==> src/hw/exPkg.sv <==
/*
 * Execute stage package.
 * Word types, major opcode and function codes, the request bundle
 * that enters the stage and the condition flag bundle it produces.
 */
package exPkg;

    typedef logic [31:0] wordT;  // Operand or result word.
    typedef logic [63:0] dwordT; // Product or HI:LO pair.
    typedef logic [4:0]  shamtT;
    typedef logic [5:0]  funcT;  // Meaning depends on the opcode.

    typedef enum logic [5:0] {
        opSpecial  = 6'h00,
        opSpecial2 = 6'h1C
    } opcodeT;

    // SPECIAL function codes.
    localparam funcT fnSll   = 6'h00;
    localparam funcT fnSrl   = 6'h02;
    localparam funcT fnSra   = 6'h03;
    localparam funcT fnMfhi  = 6'h10;
    localparam funcT fnMflo  = 6'h12;
    localparam funcT fnMult  = 6'h18;
    localparam funcT fnMultu = 6'h19;
    localparam funcT fnAdd   = 6'h20;
    localparam funcT fnAddu  = 6'h21;
    localparam funcT fnSub   = 6'h22;
    localparam funcT fnSubu  = 6'h23;
    localparam funcT fnAnd   = 6'h24;
    localparam funcT fnOr    = 6'h25;
    localparam funcT fnXor   = 6'h26;
    localparam funcT fnNor   = 6'h27;
    localparam funcT fnSlt   = 6'h2A;
    localparam funcT fnSltu  = 6'h2B;

    // SPECIAL2 function codes.
    localparam funcT fn2Madd  = 6'h00;
    localparam funcT fn2Maddu = 6'h01;
    localparam funcT fn2Mul   = 6'h02;
    localparam funcT fn2Clz   = 6'h20;
    localparam funcT fn2Clo   = 6'h21;

    typedef struct packed {
        logic   valid;
        opcodeT opcode;
        funcT   func;
        shamtT  shamt;
        wordT   a;
        wordT   b;
        logic   selB; // Low means the second multiplier operand is 1.
    } exReqT;

    typedef struct packed {
        logic c;
        logic z;
        logic o;
        logic n;
    } exFlagsT;

endpackage

==> src/hw/exResultSel.sv <==
/*
 * Result select and output register of the execute stage.
 * Picks the unit result and flags for the instruction and
 * registers them together with the valid strobe.
 */
`timescale 1ns/1ps

module exResultSel
    import exPkg::*;
(
    input  logic    clk,
    input  logic    rst,
    input  exReqT   req,
    input  wordT    aluResult,
    input  exFlagsT aluFlags,
    input  dwordT   multOut,
    input  exFlagsT multFlags,
    input  dwordT   product,
    input  wordT    hi,
    input  wordT    lo,
    output wordT    result,
    output exFlagsT flags,
    output logic    resultValid
);

    wordT    selResult;
    exFlagsT selFlags;

    // Builds z and n for a word, with c and o cleared.
    function automatic exFlagsT wordFlags(input wordT w);
        exFlagsT f;
        f   = '0;
        f.z = (w == '0);
        f.n = w[31];
        return f;
    endfunction

    always_comb
    begin
        selResult = '0;
        selFlags  = '0;
        case (req.opcode)
            opSpecial:
                case (req.func)
                    fnMfhi:
                    begin
                        selResult = hi;
                        selFlags  = wordFlags(hi);
                    end
                    fnMflo:
                    begin
                        selResult = lo;
                        selFlags  = wordFlags(lo);
                    end
                    fnMult, fnMultu: ; // No general register is written.
                    default:
                    begin
                        selResult = aluResult;
                        selFlags  = aluFlags;
                    end
                endcase
            opSpecial2:
                case (req.func)
                    fn2Clz, fn2Clo:
                    begin
                        selResult = multOut[31:0];
                        selFlags  = multFlags;
                    end
                    fn2Mul:
                    begin
                        selResult = product[31:0];
                        selFlags  = wordFlags(product[31:0]);
                    end
                    default: ;
                endcase
            default: ;
        endcase
    end

    always_ff @(posedge clk)
    begin
        if (rst)
        begin
            resultValid <= 1'b0;
            result      <= '0;
            flags       <= '0;
        end
        else
        begin
            resultValid <= req.valid;
            if (req.valid)
            begin
                result <= selResult;
                flags  <= selFlags;
            end
        end
    end

endmodule

==> config.mk <==
export PLATFORM = sky130hd
export DESIGN_NAME = exResultSel
export DESIGN_NICKNAME = d
export VERILOG_FILES = /design/src/hw/exPkg.sv /design/src/hw/exResultSel.sv
export SDC_FILE = /design/constraint.sdc
export NUM_CORES = 1
export LEC_CHECK = 0
export BUFFER_PORTS_ARGS = -buffer_cell sky130_fd_sc_hd__buf_2
export CAP_MARGIN = 20
export CORE_AREA = 3 3 136 138
export CTS_CLUSTER_SIZE = 40
export DETAILED_ROUTE_END_ITERATION = 7
export DIE_AREA = 0 0 139 141
export GPL_TIMING_DRIVEN = 0
export PLACE_DENSITY = 0.46
export SYNTH_ARGS = -nofsm -noshare
export SYNTH_HDL_FRONTEND = slang
export SYNTH_SLANG_ARGS = --single-unit
==> constraint.sdc <==
create_clock -name clk -period 2.11 [get_ports clk]
set_clock_uncertainty 0.05 [all_clocks]
set_input_delay 0.211 -clock clk [delete_from_list [all_inputs] [get_ports clk]]
set_output_delay 0.211 -clock clk [all_outputs]
set_load 0.005 [all_outputs]
After elaboration in Yosys (flattened, before gate mapping)
Index checks and enable logic that the tools add are counted.

cells by class
  equality and inequality tests = 8
  reduce and logical (&&, ||, !) cells = 6
  multiplexer cells = 6

operators by type and width
  kind                                           count
  case mux 32 bit (2 select lines)               2
  logical NOT 32 bit                             3
  case mux 32 bit (3 select lines)               1
  == test 6 x 5 -> 1 bit, second input constant  5
  case mux 4 bit (2 select lines)                2
  == test 6 bit, second input constant           2
  case mux 4 bit (3 select lines)                1
  == test 6 x 2 -> 1 bit, second input constant  1
  logical NOT 6 bit                              1
  OR reduction 2 bit                             2

storage, ports and cells
  logic and storage cells = 26
  output and inout bits = 37
  bits in registers = 37
  input bits = 317

Depth between registers and ports, before layout
  depth after elaboration = 4
  gate-level depth with buffers = 8
  depth with buffers taken out = 5

Worst setup path before layout
OpenSTA, ideal clock, no wires.

  kind = input to register
  start = input req[71] (netlist name)
  end = register result[10]
  required time = 1,920 ps
  path buffers = 3
  stages on the path = 8
  data arrival time = 1,367 ps
  setup time = 140 ps
  setup slack = 553 ps
  cells stage by stage = buf_2 > mux2_2 > nand2b_1 > buf_2 > buf_4 > o2bb2ai_1 > a2bb2oi_1 > a211oi_1

on the way
  longest elaborated chain between the ends = 4
  elaborated cells between the ends (all ways) = 12
  classes of those cells = 7 x eq/ne; 3 x mux; 2 x reduce/logical

RTL lines
  element                                                                                      RTL line                              RTL
  start: declaration                                                                           exResultSel.sv:13                     input exReqT req,
  == test 6 x 5 -> 1 bit / == test 6 bit (equally long branches)                               exResultSel.sv:44, exResultSel.sv:63
  OR reduction 2 bit (on tied branches)                                                        exResultSel.sv:44, exResultSel.sv:63
  case mux 32 bit (3 select lines) / case mux 32 bit (2 select lines) (equally long branches)  exResultSel.sv:44, exResultSel.sv:63
  case mux 32 bit (2 select lines) (*)                                                         exResultSel.sv:42                     case (req.opcode)
  end signal: assignment                                                                       exResultSel.sv:93                     result <= selResult;
  end: declaration                                                                             exResultSel.sv:21                     output wordT result,

Mark *: on every way between the ends. The rest lies on a longest branch, timed or not.
A chain may end at the register's enable or synchronous reset.

Final worst setup path
  start = input req[72] (netlist name)
  end = register result[10]

Same word-level chain as after synthesis.

==> reports/results.tsv <==
metric	value	unit
grt_pass1_wl	24800	um
cts_made_buffers	5	
drv_slew	0	
chipWidth	139	um
arrival	1990	ps
drc	0	
num-fill-cells	1958	
worstSetupPathType	in2reg	
final_cell_mix	225 x buf_2, 42 x nor2_1, 37 x dfxtp_1	
port_buffers	216	
synth_compound_area_share	39.8	%
start_util	17.8	%
r2r_start	result[14]	
min_from	multFlags[2]	
detailedPlace.worstSlack	-52.4	ps
hold_violations	0	
cts_htree_levels	2	
cts_tree	done	
synth_fp_nets	651	
path_cells	buf_2, nor3b_2, nand2_1, clkbuf_1, o2bb2ai_1, a2bb2oi_1, a211oi_1	
seq_area	741	sq um
vias	3814	
layout-drive-gt1-share	52.0	%
multiInputGateArea	2130	sq um
cts_setup_buffers	0	
fin_cells	783	
cts-root-buf	clkbuf_16	
hold_buffers	0	
min_period_over_period	87.2	%
cts.sinks	37	
final_common_cell	buf_2	
cp_top_family	compound AO/OA/AOI/OAI gates	
synth_warnings	0	
crit_fanout	10	
worstMarginPinSlew	836	ps
via_per_inst	4.87	
ant_nets	0	
critPathBufInv	2	
die_area	19600	sq um
dr.pass1.iters	5	
synth_xor_area_share	0	%
clock_path_buffers	2	
num_rows	48	
synthAdderAreaFrac	0	%
min_path_type	in2reg	
rsz0062_at_grt	no	
cts_resized	0	
clock_latency	280	ps
maxSlewHeadroom	44.2	%
place_hpwl	14000	um
grt-ovfl-total	0	
synthMuxAreaShare	10.8	%
leakagePower	0.00196	uW
antenna_found_initial	0	
synth_top_family_by_area	compound AO/OA/AOI/OAI gates	
period_needed	1840	ps
synthSimpleGateAreaFrac	18.5	%
syn_inst	334	
dp.cells	775	
r2r_end	result[14]	
fmaxAchievable	543	MHz
fin_ws	269	ps
syn2layout_area_growth	48.6	%
insertedDiodeCount	0	
path_depth	7	
hold_end	flags[2]	
synth_area	3080	sq um
wire_per_inst	21.7	um
ys_types	41	
grtUsageTotal	16.6	%
design.core.area	17300	sq um
io_pins	354	
crit_required	2260	ps
power.density	453	nW/um^2
yosys_register_bits	37	
crit_start	req[72]	
endpoint_kind	flop	
outcome	finished, final reports clean	
ff2ff_setup_slack	1350	ps
cap_viol_max_count	0	
seq_area_frac_synth	24.0	%
crit_path_top_delay_cell	nor3b_2	
wirelength	17000	um
path_clk_slew	60	ps
reg2reg_depth	2	
first_iter_violations	191	
nets	874	
postSynthAreaPerCell	9.23	sq um
slowest_delay	360	ps
start_kind	input pin	
grt_start_max_net_pins	11	
place.gp.congestion	0.820	
setup_viol	0	
die_y	141	um
ir_drop	0.217	mV
grt_pass1_vias	4063	
min_path_cells	3	
## per-stage QoR
stage | power (uW) | area [sq um] | util (%) | setup TNS (ps) | hold WS (ps)
after CTS | 2110 | 4580 | 26.5 | 0 | 210
after global routing | 2180 | 4580 | 26.5 | 0 | 239
after global placement | 1340 | 4450 | 25.7 | -0.441 | 422
after floorplan | 1000 | 3080 | - | 0 | 382
after detailed placement | 1340 | 4450 | 25.7 | -74.5 | 426
final | 2080 | 4580 | 26.5 | 0 | 216
## state kept, by name, indices dropped and copies added, names as in the netlist
register and cells:
resultValid 1, result 32, flags 4
## per-layer routing
metal	GRT usage (%)	wire [um]	part of all wire (%)
met4	2.57	182	1.1
met1	22.9	7700	45
met5	0	0	0
met3	3.09	1140	6.7
met2	27.5	8020	47
## cell usage after synthesis, drive strengths merged
library cell  number  area share (%)
a211oi            36              12
nor2b              3             1.1
o221ai             1            0.49
mux2i             31              10
o31ai              1            0.24
mux2               2            0.73
nor3b              1            0.41
buf               21             5.0
a221oi            19             9.0
nor4b              2             1.1
nand4              6             1.7
a22oi             15             3.7
a21boi             1            0.24
and3b              1            0.28
o2bb2ai           31             8.8
nor3               4             1.2
o21a               1            0.24
nand2b             1            0.20
nand2             19             2.3
nor4              22             4.5
dfxtp             37              24
a2bb2oi           14             4.4
and3               1            0.20
inv                1            0.12
o21ai              2            0.32
a32oi              2            0.57
nor2              42             5.1
nand3              3            0.49
clkbuf            14             1.7
## power by group
group | total, uW | internal (uW) | switching (uW)
logic | 575 | 271 | 304
clock network | 750 | 441 | 309
registers | 753 | 734 | 18.7
total | 2080 | 1450 | 631
## how the worst max path moves through the flow
stage / endpoint / slack (ps)
2_1_floorplan: result[10] / 550
3_3_place_gp: result[10] / -0.4
3_5_place_dp: result[10] / -50
4_1_cts: result[10] / 250
5_1_grt: result[10] / 110
6_report: result[10] / 270
## worst register-to-register path, delay by kind of cell, from the launching register on
family	cells	cell delay, ps
AND/OR/NAND/NOR	1	70
flip-flops	1	370
AO/OA/AOI/OAI	1	190
## cells by family (layout without fill, tap and decap cells)
kind of cell,count (synthesis),count (layout)
compound gates,123,123
simple gates,105,105
flops,37,37
buf+inv,36,260
mux,33,33
## layout make-up
type	instances	share of cell area, %
flip-flops and latches	37	16.2
plain buffers	35	4.53
repair buffers	216	23.6
well taps	225	6.14
inverters	1	0.0819
clock buffers	8	2.98
multi-input cells	261	46.5
(Power assumes the default switching activity.)
