### config.mk
export PLATFORM = sky130hd
export DESIGN_NAME = exMult
export DESIGN_NICKNAME = d
export VERILOG_FILES = /design/src/hw/exPkg.sv /design/src/hw/exMult.sv
export SDC_FILE = /design/constraint.sdc
export NUM_CORES = 1
export LEC_CHECK = 0
export BUFFER_PORTS_ARGS = -buffer_cell sky130_fd_sc_hd__buf_2
export CAP_MARGIN = 20
export CELL_PAD_IN_SITES_DETAIL_PLACEMENT = 1
export CELL_PAD_IN_SITES_GLOBAL_PLACEMENT = 2
export CORE_AREA = 2 2 140 142
export DETAILED_ROUTE_END_ITERATION = 7
export DIE_AREA = 0 0 142 144
export GPL_TIMING_DRIVEN = 0
export PLACE_DENSITY_LB_ADDON = 0.1
export SYNTH_ARGS = -nofsm -noshare
export SYNTH_HDL_FRONTEND = slang
export SYNTH_SLANG_ARGS = --single-unit
export TNS_END_PERCENT = 50
### constraint.sdc
create_clock -name vclk -period 132.9
set_input_delay 39.87 -clock vclk [all_inputs]
set_output_delay 39.87 -clock vclk [all_outputs]
set_load 0.02 [all_outputs]
### src/hw/exPkg.sv
/*
 * Execute stage package.
 * Word types, major opcode and function codes, the request bundle
 * that enters the stage and the condition flag bundle it produces.
 */
package exPkg;

    typedef logic [31:0] wordT;  // Operand or result word.
    typedef logic [63:0] dwordT; // Product or HI:LO pair.
    typedef logic [4:0]  shamtT;
    typedef logic [5:0]  funcT;  // Meaning depends on the opcode.

    typedef enum logic [5:0] {
        opSpecial  = 6'h00,
        opSpecial2 = 6'h1C
    } opcodeT;

    // SPECIAL function codes.
    localparam funcT fnSll   = 6'h00;
    localparam funcT fnSrl   = 6'h02;
    localparam funcT fnSra   = 6'h03;
    localparam funcT fnMfhi  = 6'h10;
    localparam funcT fnMflo  = 6'h12;
    localparam funcT fnMult  = 6'h18;
    localparam funcT fnMultu = 6'h19;
    localparam funcT fnAdd   = 6'h20;
    localparam funcT fnAddu  = 6'h21;
    localparam funcT fnSub   = 6'h22;
    localparam funcT fnSubu  = 6'h23;
    localparam funcT fnAnd   = 6'h24;
    localparam funcT fnOr    = 6'h25;
    localparam funcT fnXor   = 6'h26;
    localparam funcT fnNor   = 6'h27;
    localparam funcT fnSlt   = 6'h2A;
    localparam funcT fnSltu  = 6'h2B;

    // SPECIAL2 function codes.
    localparam funcT fn2Madd  = 6'h00;
    localparam funcT fn2Maddu = 6'h01;
    localparam funcT fn2Mul   = 6'h02;
    localparam funcT fn2Clz   = 6'h20;
    localparam funcT fn2Clo   = 6'h21;

    typedef struct packed {
        logic   valid;
        opcodeT opcode;
        funcT   func;
        shamtT  shamt;
        wordT   a;
        wordT   b;
        logic   selB; // Low means the second multiplier operand is 1.
    } exReqT;

    typedef struct packed {
        logic c;
        logic z;
        logic o;
        logic n;
    } exFlagsT;

endpackage

### src/hw/exMult.sv
/*
 * Leading-bit counter and multiply-operand select.
 * CLZ and CLO count the leading zeros or ones of a, other codes
 * pass a through. mB feeds the multiplier with b or the constant 1.
 */
`timescale 1ns/1ps

module exMult
    import exPkg::*;
(
    input  funcT    func,
    input  wordT    a,
    input  wordT    b,
    input  logic    selB,
    output dwordT   out,
    output exFlagsT flags,
    output wordT    mB
);

    logic       countOnes;
    logic [5:0] lead;
    logic       done;

    assign mB        = selB ? b : 32'd1;
    assign countOnes = (func == fn2Clo);

    // Count from the top while bits still match the wanted value.
    always_comb
    begin
        lead = 6'd0;
        done = 1'b0;
        for (int i = 31; i >= 0; i--)
        begin
            if (!done && (a[i] == countOnes))
                lead = lead + 6'd1;
            else
                done = 1'b1;
        end
    end

    always_comb
    begin
        case (func)
            fn2Clz, fn2Clo: out = dwordT'(lead);
            default:        out = dwordT'(a);
        endcase

        flags.c = out[32];
        flags.z = (out[31:0] == '0); // Set only for a zero count.
        flags.o = out[32];
        flags.n = out[31];
    end

endmodule

== Yosys cells after proc, flatten, opt, wreduce, memory -nomap -nowiden ==
Cells that the tools add are included.
Widths: inputs -> output; s select.

* Eq/ne operators: 34
* Reductions and logical operators: 63
* Add/subtract/negate cells: 31
* Mux-type cells: 65

{| class="wikitable"
|+ Operators by type and width
! cell !! count
|-
| $add 6x1->6 const B || 30
|-
| $mux 6 || 30
|-
| $mux 32 || 2
|-
| $eq 1x1->1 || 32
|-
| $logic_not 32->1 || 1
|-
| $mux 1 || 32
|-
| $logic_and 1x1->1 || 31
|-
| $logic_not 1->1 || 30
|-
| $eq 6x6->1 const B || 2
|-
| $add 1x1->2 const B || 1
|-
| $mux 2 || 1
|-
| $reduce_or 2->1 || 1
|}

* Output and inout bits: 100
* Register bits: 0
* Input bits: 71
* Word-level logic and storage cells: 193

== Longest topological paths before layout ==
Gate-level depths: netlist of run 1.

* Word-level depth: 96
* Gate-level depth with buffers: 104
* Depth with buffers taken out: 99

== Worst setup path after synthesis of run 1 ==
Ideal clock, no wire load.

* Kind: input-to-output
* Start point: input port func[3]
* End point: output port flags[2] (netlist name)
* Slack: 33496 ps
* Arrival: 59534 ps
* Stages on the path: 103
* Required time: 93030 ps
* Cell sequence: or4b_1 buf_2 nor2_8 buf_1 buf_1 buf_1 clkbuf_1 o211ai_1 o31ai_1 ha_1 a21oi_1 a21o_1 inv_1 ha_1 nand2_1 o21ai_0 ha_1 mux2i_1 [... 67 more ...] inv_1 ha_1 a21o_1 ha_1 mux2i_1 o21bai_1 ha_1 mux2_2 ha_1 nand3_1 nor2b_1 xor2_1 mux2_2 a22oi_1 xnor2_1 o21ai_0 or3_1 a211oi_2

{| class="wikitable"
|+ RTL lines
! element !! RTL line !! RTL
|-
| start: declaration || exMult.sv:11 || <nowiki>input funcT func,</nowiki>
|-
| end: declaration || exMult.sv:16 || <nowiki>output exFlagsT flags,</nowiki>
|}

==> PnR_summary.wiki, run 1 <==
{| class="wikitable"
! Metric !! Value
|-
| Post-detailed-route via-to-cell ratio || 5.37
|-
| Slowest stage delay, CP || 0.59 ns
|-
| Final Hold Viols || 0
|-
| Crit path DAT || 62.65 ns
|-
| WL final || 23000 microns
|-
| Top delay family on crit path || adder cells
|-
| Placer Congestion || 0.862
|-
| Core region area || 19100 sq um
|-
| Worst VDD drop || 0.00112 mV
|-
| Global-route wire length before repair || 36600 microns
|-
| Dominant cell type by area after synthesis || sky130_fd_sc_hd__xnor2_1
|-
| Most common cell in the synthesized netlist || sky130_fd_sc_hd__nand2_1
|-
| Simple-gate area share of the yosys netlist || 0.399
|-
| Number of setup violations in the final report || 0
|-
| Antenna Diode Count || 0
|-
| Violation count after the first detailed-routing iteration || 295
|-
| Xor and xnor fraction of the mapped netlist area || 0.132
|-
| Sort of element at the end of the critical path || output pin
|-
| Post-synthesis mux area share || 0.0621
|-
| CTS Hold Buffers Added || 0
|-
| Share of the synthesized area in the top cell type || 0.0702
|-
| Count of nets after finishing || 1151
|-
| Initial antenna violation count || 1
|-
| Maximum fanout along the worst path || 10
|-
| Vias in the first global route || 6727
|-
| Sum of buffers and inverters on the critical path || 10
|-
| I/O Pins || 171
|-
| Post-cts repair resize count || 0
|-
| Estimated wirelength of the detail-placed design || 19600 microns
|-
| Setup TNS Final || 0 ns
|-
| Initial Utilization || 0.301
|-
| X dimension of the die || 142 microns
|-
| Overall Global Routing Usage || 0.221
|-
| Startpoint class of the critical path || primary input
|-
| Period utilization || 0.771
|-
| Number of buffers added for setup after CTS || 0
|-
| Die height || 144 microns
|-
| Number of pins with negative max-slew slack in the final report || 0
|-
| Proportion of synthesized chip area in sequential cells || 0
|-
| Pwr dens || 2.31 nW/um^2
|-
| FP Rows || 51
|-
| Total number of yosys warnings || 0
|-
| Required time of the critical path || 93.03 ns
|-
| Area added between synthesis and finish || 18.9%
|-
| Largest net degree at the start of global routing || 11
|-
| Slew HR || 0.334
|-
| Setup repair after global routing missed its margin || no
|-
| Slowest cell on the critical path || sky130_fd_sc_hd__buf_1
|-
| Post-layout minimum cycle time || 102.52 ns
|-
| Max cap viols || 0
|-
| Outcome || finished, final reports clean
|-
| Final-layout worst hold slack || 80.06 ns
|-
| Class of the tightest hold or removal check || primary input to output pin
|-
| WS Path Type || primary input to output pin
|-
| Via Count || 6910
|-
| Antenna viol nets, final || 0
|-
| Overflow left after global routing || 0
|-
| Post-synthesis instance area || 5740 sq um
|-
| Largest family of logic cells by synthesized area || simple AND/OR/NAND/NOR gates
|-
| Top cells by instance count after synthesis || sky130_fd_sc_hd__nand2_1 (106), sky130_fd_sc_hd__nor2_1 (62), sky130_fd_sc_hd__and2_1 (58)
|-
| Final-layout clock buffer total || 0
|-
| Number of standard cells after synthesis || 883
|-
| Average detailed-routed wire length per instance || 17.9 microns
|-
| Number of iterations in the first detailed-routing pass || 4
|-
| Lkg Pwr || 3.05 nW
|-
| Final sequential cell count || 0
|-
| Die ar. || 20400 sq um
|-
| Most common cell type on the critical path || sky130_fd_sc_hd__ha_1
|-
| Adder and majority gate portion of the synthesized area || 0.0632
|-
| Port Buf Inserts || 133
|-
| Mean post-synth cell area || 6.50 sq um
|-
| Sequential cell area in the final layout || 0 sq um
|-
| Count of distinct cell types in the synthesized netlist || 86
|-
| Cell types occupying the most area after synthesis || sky130_fd_sc_hd__xnor2_1 (7.0%), sky130_fd_sc_hd__nand2_1 (6.9%), sky130_fd_sc_hd__and2_1 (6.3%)
|-
| Least-Margin Pin Slew || 0.990 ns
|-
| Proportion of layout cells with a drive suffix above 1 || 0.202
|-
| Highest Clock Rate || 9.75 MHz
|-
| Compound-cell area share of the yosys netlist || 0.248
|-
| Post-route DRC || 0
|}
-- logic make-up (layout without fill, tap and decap cells) --
family,count (synthesis),after routing
and+or+nand+nor,429,429
AOI/OAI and AO/OA,211,211
buffers and inverters,108,241
xor gates and xnor gates,71,71
muxes,34,34
adders and majority gates,29,29
other,1,34
-- per-layer routing --
metal | wire, microns | vias to the layer above | global-route usage
met4 | 234 | 2 | 0.0216
met1 | 11100 | 3278 | 0.309
met5 | 13 | - | 0
met2 | 10900 | 126 | 0.388
li1 | - | 3486 | -
met3 | 712 | 18 | 0.0132
-- power breakdown --
part	internal [mW]	leakage, nW	total, mW	switching (mW)
Combinational	0.00588	3.05	0.0158	0.00988
Sequential	0	0	0	0
Clock	0	0	0	0
Total	0.00588	3.05	0.0158	0.00988
-- final cells by class --
| cell class | count | area (sq um) |
|---|---|---|
| multi-input combinational | 808 | 5320 |
| tap | 238 | 298 |
| timing repair buffer | 133 | 666 |
| buffer | 76 | 422 |
| inverter | 32 | 120 |
| fill | 2580 | 12300 |
-- cells in the final DEF, fill, tap and decap left out, types with 34 or more instances in the layout --
cell / count
sky130_fd_sc_hd__conb_1: 34
sky130_fd_sc_hd__a21oi_1: 43
sky130_fd_sc_hd__and2_1: 58
sky130_fd_sc_hd__nand2_1: 106
sky130_fd_sc_hd__nor2_1: 62
sky130_fd_sc_hd__o21ai_0: 44
sky130_fd_sc_hd__buf_4: 35
sky130_fd_sc_hd__buf_2: 137
sky130_fd_sc_hd__nand3_1: 50
sky130_fd_sc_hd__xnor2_1: 46
-- per-stage QoR --
step	cell area [sq um]	util	setup slack [ns]	power [mW]	std cells
6_report	6830	0.358	30.38	0.0158	1287
5_1_grt	6830	0.358	28.33	0.0175	1287
4_1_cts	6830	0.358	30.27	0.0157	1287
3_5_place_dp	6830	0.358	30.34	0.0157	1287
3_3_place_gp	6830	0.358	30.58	0.0155	1287
2_1_floorplan	5860	-	33.50	0.0106	916
-- worst paths after layout --
path | startpoint | end | slack [ns] | depth (start not counted)
worst max-delay path | func[3] | flags[2] | 30.38 | 106
worst min-delay path | b[0] | mB[0] | 80.06 | 3
Note: power is estimated with default switching activity, not from simulation.
==> run 2, diff against run 1 <==
--- a/config.mk
+++ b/config.mk
@@ -5,13 +5,14 @@
 export SDC_FILE = /design/constraint.sdc
 export NUM_CORES = 1
 export LEC_CHECK = 0
+export ABC_AREA = 1
 export BUFFER_PORTS_ARGS = -buffer_cell sky130_fd_sc_hd__buf_2
 export CAP_MARGIN = 20
 export CELL_PAD_IN_SITES_DETAIL_PLACEMENT = 1
 export CELL_PAD_IN_SITES_GLOBAL_PLACEMENT = 2
-export CORE_AREA = 2 2 140 142
+export CORE_AREA = 2 2 141 143
 export DETAILED_ROUTE_END_ITERATION = 7
-export DIE_AREA = 0 0 142 144
+export DIE_AREA = 0 0 143 145
 export GPL_TIMING_DRIVEN = 0
 export PLACE_DENSITY_LB_ADDON = 0.1
 export SYNTH_ARGS = -nofsm -noshare
==> constraint.sdc (replaced) <==
create_clock -name vclk -period 101.6
set_input_delay 30.48 -clock vclk [all_inputs]
set_output_delay 30.48 -clock vclk [all_outputs]
set_load 0.02 [all_outputs]
==> run 2 against run 1 <==
Area after synthesis shrank 21%. Via count decreased by 21%. Flip-flop and latch count unchanged. Die area rose by 1.4%. Routed wire length down 37%. Critical path depth rose by 4. Combinational power is 4% lower. First-iteration DRC count fell by 60%. Synthesized cell count is 3.4% higher. Sequential share of layout area stayed put. Final cell count is 4.7% higher. Core utilization is 6.2 points lower. Critical endpoint unchanged.
==> PnR_summary.wiki, run 2 <==
{| class="wikitable"
! Metric !! Value
|-
| Vias in the first global route || 5231
|-
| CTS Hold Buffers Added || 0
|-
| Final sequential cell count || 0
|-
| Mean post-synth cell area || 4.97 sq um
|-
| Maximum fanout along the worst path || 10
|-
| Post-layout minimum cycle time || 79.08 ns
|-
| Area added between synthesis and finish || 25.2%
|-
| Highest Clock Rate || 12.6 MHz
|-
| Placed cell count || 1348
|-
| Post-Route M1 WL || 7580 microns
|-
| Total number of yosys warnings || 0
|-
| Final Hold Viols || 0
|-
| Simple-gate area share of the yosys netlist || 0.586
|-
| Flop pwr share || 0
|-
| Setup repair after global routing missed its margin || no
|-
| Most common cell in the synthesized netlist || sky130_fd_sc_hd__nand2_1
|-
| Max cap viols || 0
|-
| Proportion of synthesized chip area in sequential cells || 0
|-
| Count of distinct cell types in the synthesized netlist || 42
|-
| Number of iterations in the first detailed-routing pass || 4
|-
| Lkg Pwr || 3.95 nW
|-
| Antenna viol nets, final || 0
|-
| Proportion of layout cells with a drive suffix above 1 || 0.249
|-
| Slowest stage delay, CP || 0.31 ns
|-
| Hold Path Stages || 4
|-
| Worst VDD drop || 0.00117 mV
|-
| Initial antenna violation count || 0
|-
| Share of the synthesized area in the top cell type || 0.234
|-
| Die height || 145 microns
|-
| Portion of total power attributed to combinational logic || 1.000
|-
| Estimated wirelength of the detail-placed design || 13400 microns
|-
| Slew HR || 0.647
|-
| Switching power share of the total || 0.639
|-
| Slowest cell on the critical path || sky130_fd_sc_hd__ha_1
|-
| Largest net degree at the start of global routing || 11
|-
| Dominant cell type by area after synthesis || sky130_fd_sc_hd__nand2_1
|-
| Count of nets after finishing || 1185
|-
| Highest metal layer used by the detailed router || met3
|-
| X dimension of the die || 143 microns
|-
| Post-detailed-route via-to-cell ratio || 4.06
|-
| I/O Pins || 171
|-
| Sw power || 0.00972 mW
|-
| Power share of the clock group || 0
|-
| Required time of the critical path || 71.12 ns
|-
| Crit path DAT || 48.60 ns
|-
| Largest family of logic cells by synthesized area || simple AND/OR/NAND/NOR gates
|-
| Global-route wire length before repair || 23800 microns
|-
| Most common cell after layout, fill and taps aside || sky130_fd_sc_hd__nand2_1
|-
| Xor and xnor fraction of the mapped netlist area || 0.0342
|-
| Post-synthesis mux area share || 0
|-
| Number of setup violations in the final report || 0
|-
| Sequential cell area in the final layout || 0 sq um
|-
| Commonest cells after routing, fill and taps aside || sky130_fd_sc_hd__nand2_1 (282), sky130_fd_sc_hd__inv_1 (190), sky130_fd_sc_hd__buf_2 (140)
|-
| WL final || 14500 microns
|-
| Start point of the critical path || func[3]
|-
| Average detailed-routed wire length per instance || 10.7 microns
|-
| Power Internal || 0.00549 mW
|-
| Least-Margin Pin Slew || 0.530 ns
|-
| Length of routed met3 wiring || 798 microns
|-
| Setup TNS Final || 0 ns
|-
| Violation count after the first detailed-routing iteration || 118
|-
| Cell types occupying the most area after synthesis || sky130_fd_sc_hd__nand2_1 (23%), sky130_fd_sc_hd__inv_1 (16%), sky130_fd_sc_hd__nand3_1 (11%)
|-
| Sort of element at the end of the critical path || output pin
|-
| Compound-cell area share of the yosys netlist || 0.0558
|-
| Routed length on met2 || 6110 microns
|-
| Most common cell type on the critical path || sky130_fd_sc_hd__nand2_1
|-
| Total area of multi-input combinational cells || 3550 sq um
|-
| FP Rows || 51
|-
| Number of buffers added for setup after CTS || 0
|-
| Adder and majority gate portion of the synthesized area || 0.0800
|-
| Via Count || 5475
|-
| Port Buf Inserts || 137
|-
| Fin util || 0.295
|-
| Number of pins with negative max-slew slack in the final report || 0
|-
| Placer Congestion || 0.786
|-
| Pwr dens || 2.68 nW/um^2
|-
| Startpoint class of the critical path || primary input
|-
| Overall Global Routing Usage || 0.133
|-
| Initial Utilization || 0.236
|-
| Fill cell instance count of the final layout || 2727
|-
| Period utilization || 0.778
|-
| Antenna Diode Count || 0
|-
| Source of the worst hold timing path || b[0]
|-
| Post-synthesis instance area || 4530 sq um
|-
| Outcome || finished, final reports clean
|-
| Core region area || 19200 sq um
|-
| Post-route DRC || 0
|-
| Overflow left after global routing || 0
|-
| Final-layout clock buffer total || 0
|-
| Final std cells w/o fill || 1348
|-
| Post-cts repair resize count || 0
|-
| Top cells by instance count after synthesis || sky130_fd_sc_hd__nand2_1 (282), sky130_fd_sc_hd__inv_1 (190), sky130_fd_sc_hd__nand3_1 (98)
|-
| Number of standard cells after synthesis || 913
|-
| Class of the tightest hold or removal check || primary input to output pin
|-
| Die ar. || 20700 sq um
|-
| WS Path Type || primary input to output pin
|}
## run 2: changes by cell type in the layout (fill, tap and decap cells not counted), moves of 22 or more
cell and change:
sky130_fd_sc_hd__nand2_1 +176, sky130_fd_sc_hd__inv_1 +158, sky130_fd_sc_hd__and2_1 -54, sky130_fd_sc_hd__nand3_1 +48
sky130_fd_sc_hd__xnor2_1 -42, sky130_fd_sc_hd__a21oi_1 -32, sky130_fd_sc_hd__clkbuf_1 -28, sky130_fd_sc_hd__nand2_2 +27
sky130_fd_sc_hd__nor2_1 +25, sky130_fd_sc_hd__o21ai_0 -25, sky130_fd_sc_hd__mux2i_1 -23, sky130_fd_sc_hd__nand3_2 +22
## run 2: final timing paths
path       end  slack (ns)
min      mB[0]       61.25
max   flags[2]       22.52
## run 2: final cells by class
type,instances,share of cell area
Timing Repair Buffer,137,0.121
Buffer,46,0.0562
Tap cell,265,0.0584
Inverter,208,0.138
Multi-Input combinational cell,692,0.626
## run 2: layer usage
layer  track usage  vias up
li1              -     3049
met1         0.191     2301
met2         0.226      125
met3        0.0152        0
met4             0        0
met5             0        -
## run 2: critical path, delay by kind of cell
family | cells | cell delay [ns]
buf+inv | 16 | 0.94
simple gates | 59 | 7.84
compound gates | 6 | 1.13
fa+ha+maj | 29 | 8.16
## run 2: metrics by stage
stage | hold slack [ns] | power (mW) | cell area (sq um) | worst slack, ns
5_1_grt | 61.28 | 0.0174 | 5670 | 21.06
6_report | 61.25 | 0.0152 | 5670 | 22.52
3_3_place_gp | 61.25 | 0.0153 | 5670 | 22.37
4_1_cts | 61.25 | 0.0155 | 5670 | 22.34
2_1_floorplan | 61.08 | 0.0105 | 4660 | 23.70
3_5_place_dp | 61.25 | 0.0154 | 5670 | 22.41
## run 2: cells by family after synthesis
| group | Yosys count |
|---|---|
| xor+xnor | 16 |
| buf+inv | 254 |
| fa+ha+maj | 29 |
| compound gates | 44 |
| simple gates | 569 |
| other cells | 1 |
## run 2: power groups by stage
| stage | logic, mW | clock network [mW] | registers (mW) |
|---|---|---|---|
| 2_1_floorplan | 0.0105 | 0 | 0 |
| 3_3_place_gp | 0.0153 | 0 | 0 |
| 3_5_place_dp | 0.0154 | 0 | 0 |
| 4_1_cts | 0.0155 | 0 | 0 |
| 5_1_grt | 0.0174 | 0 | 0 |
| 6_report | 0.0152 | 0 | 0 |
==> run 3, diff against run 2 <==
--- a/config.mk
+++ b/config.mk
@@ -10,9 +10,9 @@
 export CAP_MARGIN = 20
 export CELL_PAD_IN_SITES_DETAIL_PLACEMENT = 1
 export CELL_PAD_IN_SITES_GLOBAL_PLACEMENT = 2
-export CORE_AREA = 2 2 141 143
+export CORE_AREA = 2 2 150 152
 export DETAILED_ROUTE_END_ITERATION = 7
-export DIE_AREA = 0 0 143 145
+export DIE_AREA = 0 0 152 154
 export GPL_TIMING_DRIVEN = 0
 export PLACE_DENSITY_LB_ADDON = 0.1
 export SYNTH_ARGS = -nofsm -noshare
==> constraint.sdc (replaced) <==
create_clock -name vclk -period 72.2
set_input_delay 21.66 -clock vclk [all_inputs]
set_output_delay 21.66 -clock vclk [all_outputs]
set_load 0.02 [all_outputs]
==> run 3 against run 2 <==
Non-clock buffer count unchanged. Count of clock-buffer cells in the layout unchanged. Total power is 41% higher. Critical path depth unchanged. Critical path type unchanged. Critical endpoint unchanged.
==> PnR_summary.wiki, run 3 (synthesis results as in run 2) <==
{| class="wikitable"
! Metric !! Value
|-
| Number of iterations in the first detailed-routing pass || 4
|-
| Period utilization || 0.851
|-
| Lkg Pwr || 3.95 nW
|-
| Number of setup violations in the final report || 0
|-
| Area added between synthesis and finish || 25.6%
|-
| Most common cell type on the critical path || sky130_fd_sc_hd__nand2_1
|-
| Proportion of layout cells with a drive suffix above 1 || 0.249
|-
| Worst VDD drop || 0.00179 mV
|-
| Startpoint class of the critical path || primary input
|-
| Fill cell instance count of the final layout || 3012
|-
| Post-cts repair resize count || 0
|-
| Top delay family on crit path || adder cells
|-
| Number of buffers added for setup after CTS || 0
|-
| Post-detailed-route via-to-cell ratio || 4.07
|-
| Sum of buffers and inverters on the critical path || 16
|-
| Class of the tightest hold or removal check || primary input to output pin
|-
| CTS Hold Buffers Added || 0
|-
| Area of all placed cells without fillers || 5690 sq um
|-
| Post-layout minimum cycle time || 61.43 ns
|-
| FP Rows || 54
|-
| WL final || 15100 microns
|-
| Final Hold Viols || 0
|-
| Highest Clock Rate || 16.3 MHz
|-
| Most common cell after layout, fill and taps aside || sky130_fd_sc_hd__nand2_1
|-
| Setup repair after global routing missed its margin || no
|-
| Global-route wire length before repair || 25900 microns
|-
| Slowest stage delay, CP || 0.31 ns
|-
| Antenna Diode Count || 0
|-
| Overall Global Routing Usage || 0.126
|-
| Outcome || finished, final reports clean
|-
| Commonest cells after routing, fill and taps aside || sky130_fd_sc_hd__nand2_1 (282), sky130_fd_sc_hd__inv_1 (190), sky130_fd_sc_hd__buf_2 (140)
|-
| Initial antenna violation count || 0
|-
| Slew HR || 0.577
|-
| Setup TNS Final || 0 ns
|-
| Port Buf Inserts || 137
|-
| X dimension of the die || 152 microns
|-
| Largest net degree at the start of global routing || 11
|-
| WS Path Type || primary input to output pin
|-
| Core region area || 21700 sq um
|-
| Via Count || 5542
|-
| Final-layout clock buffer total || 0
|-
| Pwr dens || 3.77 nW/um^2
|-
| Vias in the first global route || 5561
|-
| Die ar. || 23400 sq um
|-
| Slowest cell on the critical path || sky130_fd_sc_hd__ha_1
|-
| Placer Congestion || 0.770
|-
| Least-Margin Pin Slew || 0.634 ns
|-
| Post-route DRC || 0
|-
| Area after detailed placement || 5690 sq um
|-
| Initial Utilization || 0.209
|-
| Crit path DAT || 39.77 ns
|-
| Max cap viols || 0
|-
| Estimated wirelength of the detail-placed design || 13700 microns
|-
| I/O Pins || 171
|-
| Required time of the critical path || 50.54 ns
|-
| Number of pins with negative max-slew slack in the final report || 0
|-
| Violation count after the first detailed-routing iteration || 182
|-
| Count of nets after finishing || 1185
|-
| Sequential cell area in the final layout || 0 sq um
|-
| Final sequential cell count || 0
|-
| Overflow left after global routing || 0
|-
| Die height || 154 microns
|-
| Antenna viol nets, final || 0
|-
| Final std cells w/o fill || 1363
|-
| Total chip power || 0.0214 mW
|-
| Placed cell count || 1363
|-
| Maximum fanout along the worst path || 10
|-
| Average detailed-routed wire length per instance || 11.1 microns
|-
| Sort of element at the end of the critical path || output pin
|-
| Final-layout worst hold slack || 43.61 ns
|}
==> run 3: cell counts in the layout (fill, tap and decap cells not counted) <==
No cell type changed its count.
==> run 3: worst min-delay path: cells and delay by family <==
| kind | cells | cell delay (ns) |
|---|---|---|
| and+or+nand+nor | 1 | 0.04 |
| buffers and inverters | 3 | 0.25 |
==> run 3: power by group <==
part | total [mW] | switching [mW] | internal (mW) | leakage [nW]
logic | 0.0214 | 0.0137 | 0.00772 | 3.95
registers | 0 | 0 | 0 | 0
clock network | 0 | 0 | 0 | 0
total | 0.0214 | 0.0137 | 0.00772 | 3.95
==> run 3: per-stage QoR <==
| step | setup slack, ns | util |
|---|---|---|
| 2_1_floorplan | 11.94 | - |
| 3_3_place_gp | 10.55 | 0.262 |
| 3_5_place_dp | 10.61 | 0.262 |
| 4_1_cts | 10.54 | 0.262 |
| 5_1_grt | 9.11 | 0.262 |
| 6_report | 10.77 | 0.262 |
==> run 3: worst paths after layout <==
kind | start | to | slack [ns] | cells after the start
worst max-delay path | func[3] | flags[2] | 10.77 | 110
worst min-delay path | b[0] | mB[0] | 43.61 | 4
==> run 3: final cells by class <==
class | count | area [sq um] | share of cell area
Inverter | 208 | 783 | 0.138
Tap cell | 280 | 350 | 0.0615
Multi-Input combinational cell | 692 | 3550 | 0.624
Buffer | 46 | 319 | 0.0560
Timing Repair Buffer | 137 | 686 | 0.120
==> run 3: metal layers <==
metal,global-route usage,share of wire
met5,0,0
met4,0,0
met3,0.00874,0.044
met2,0.219,0.42
met1,0.182,0.54
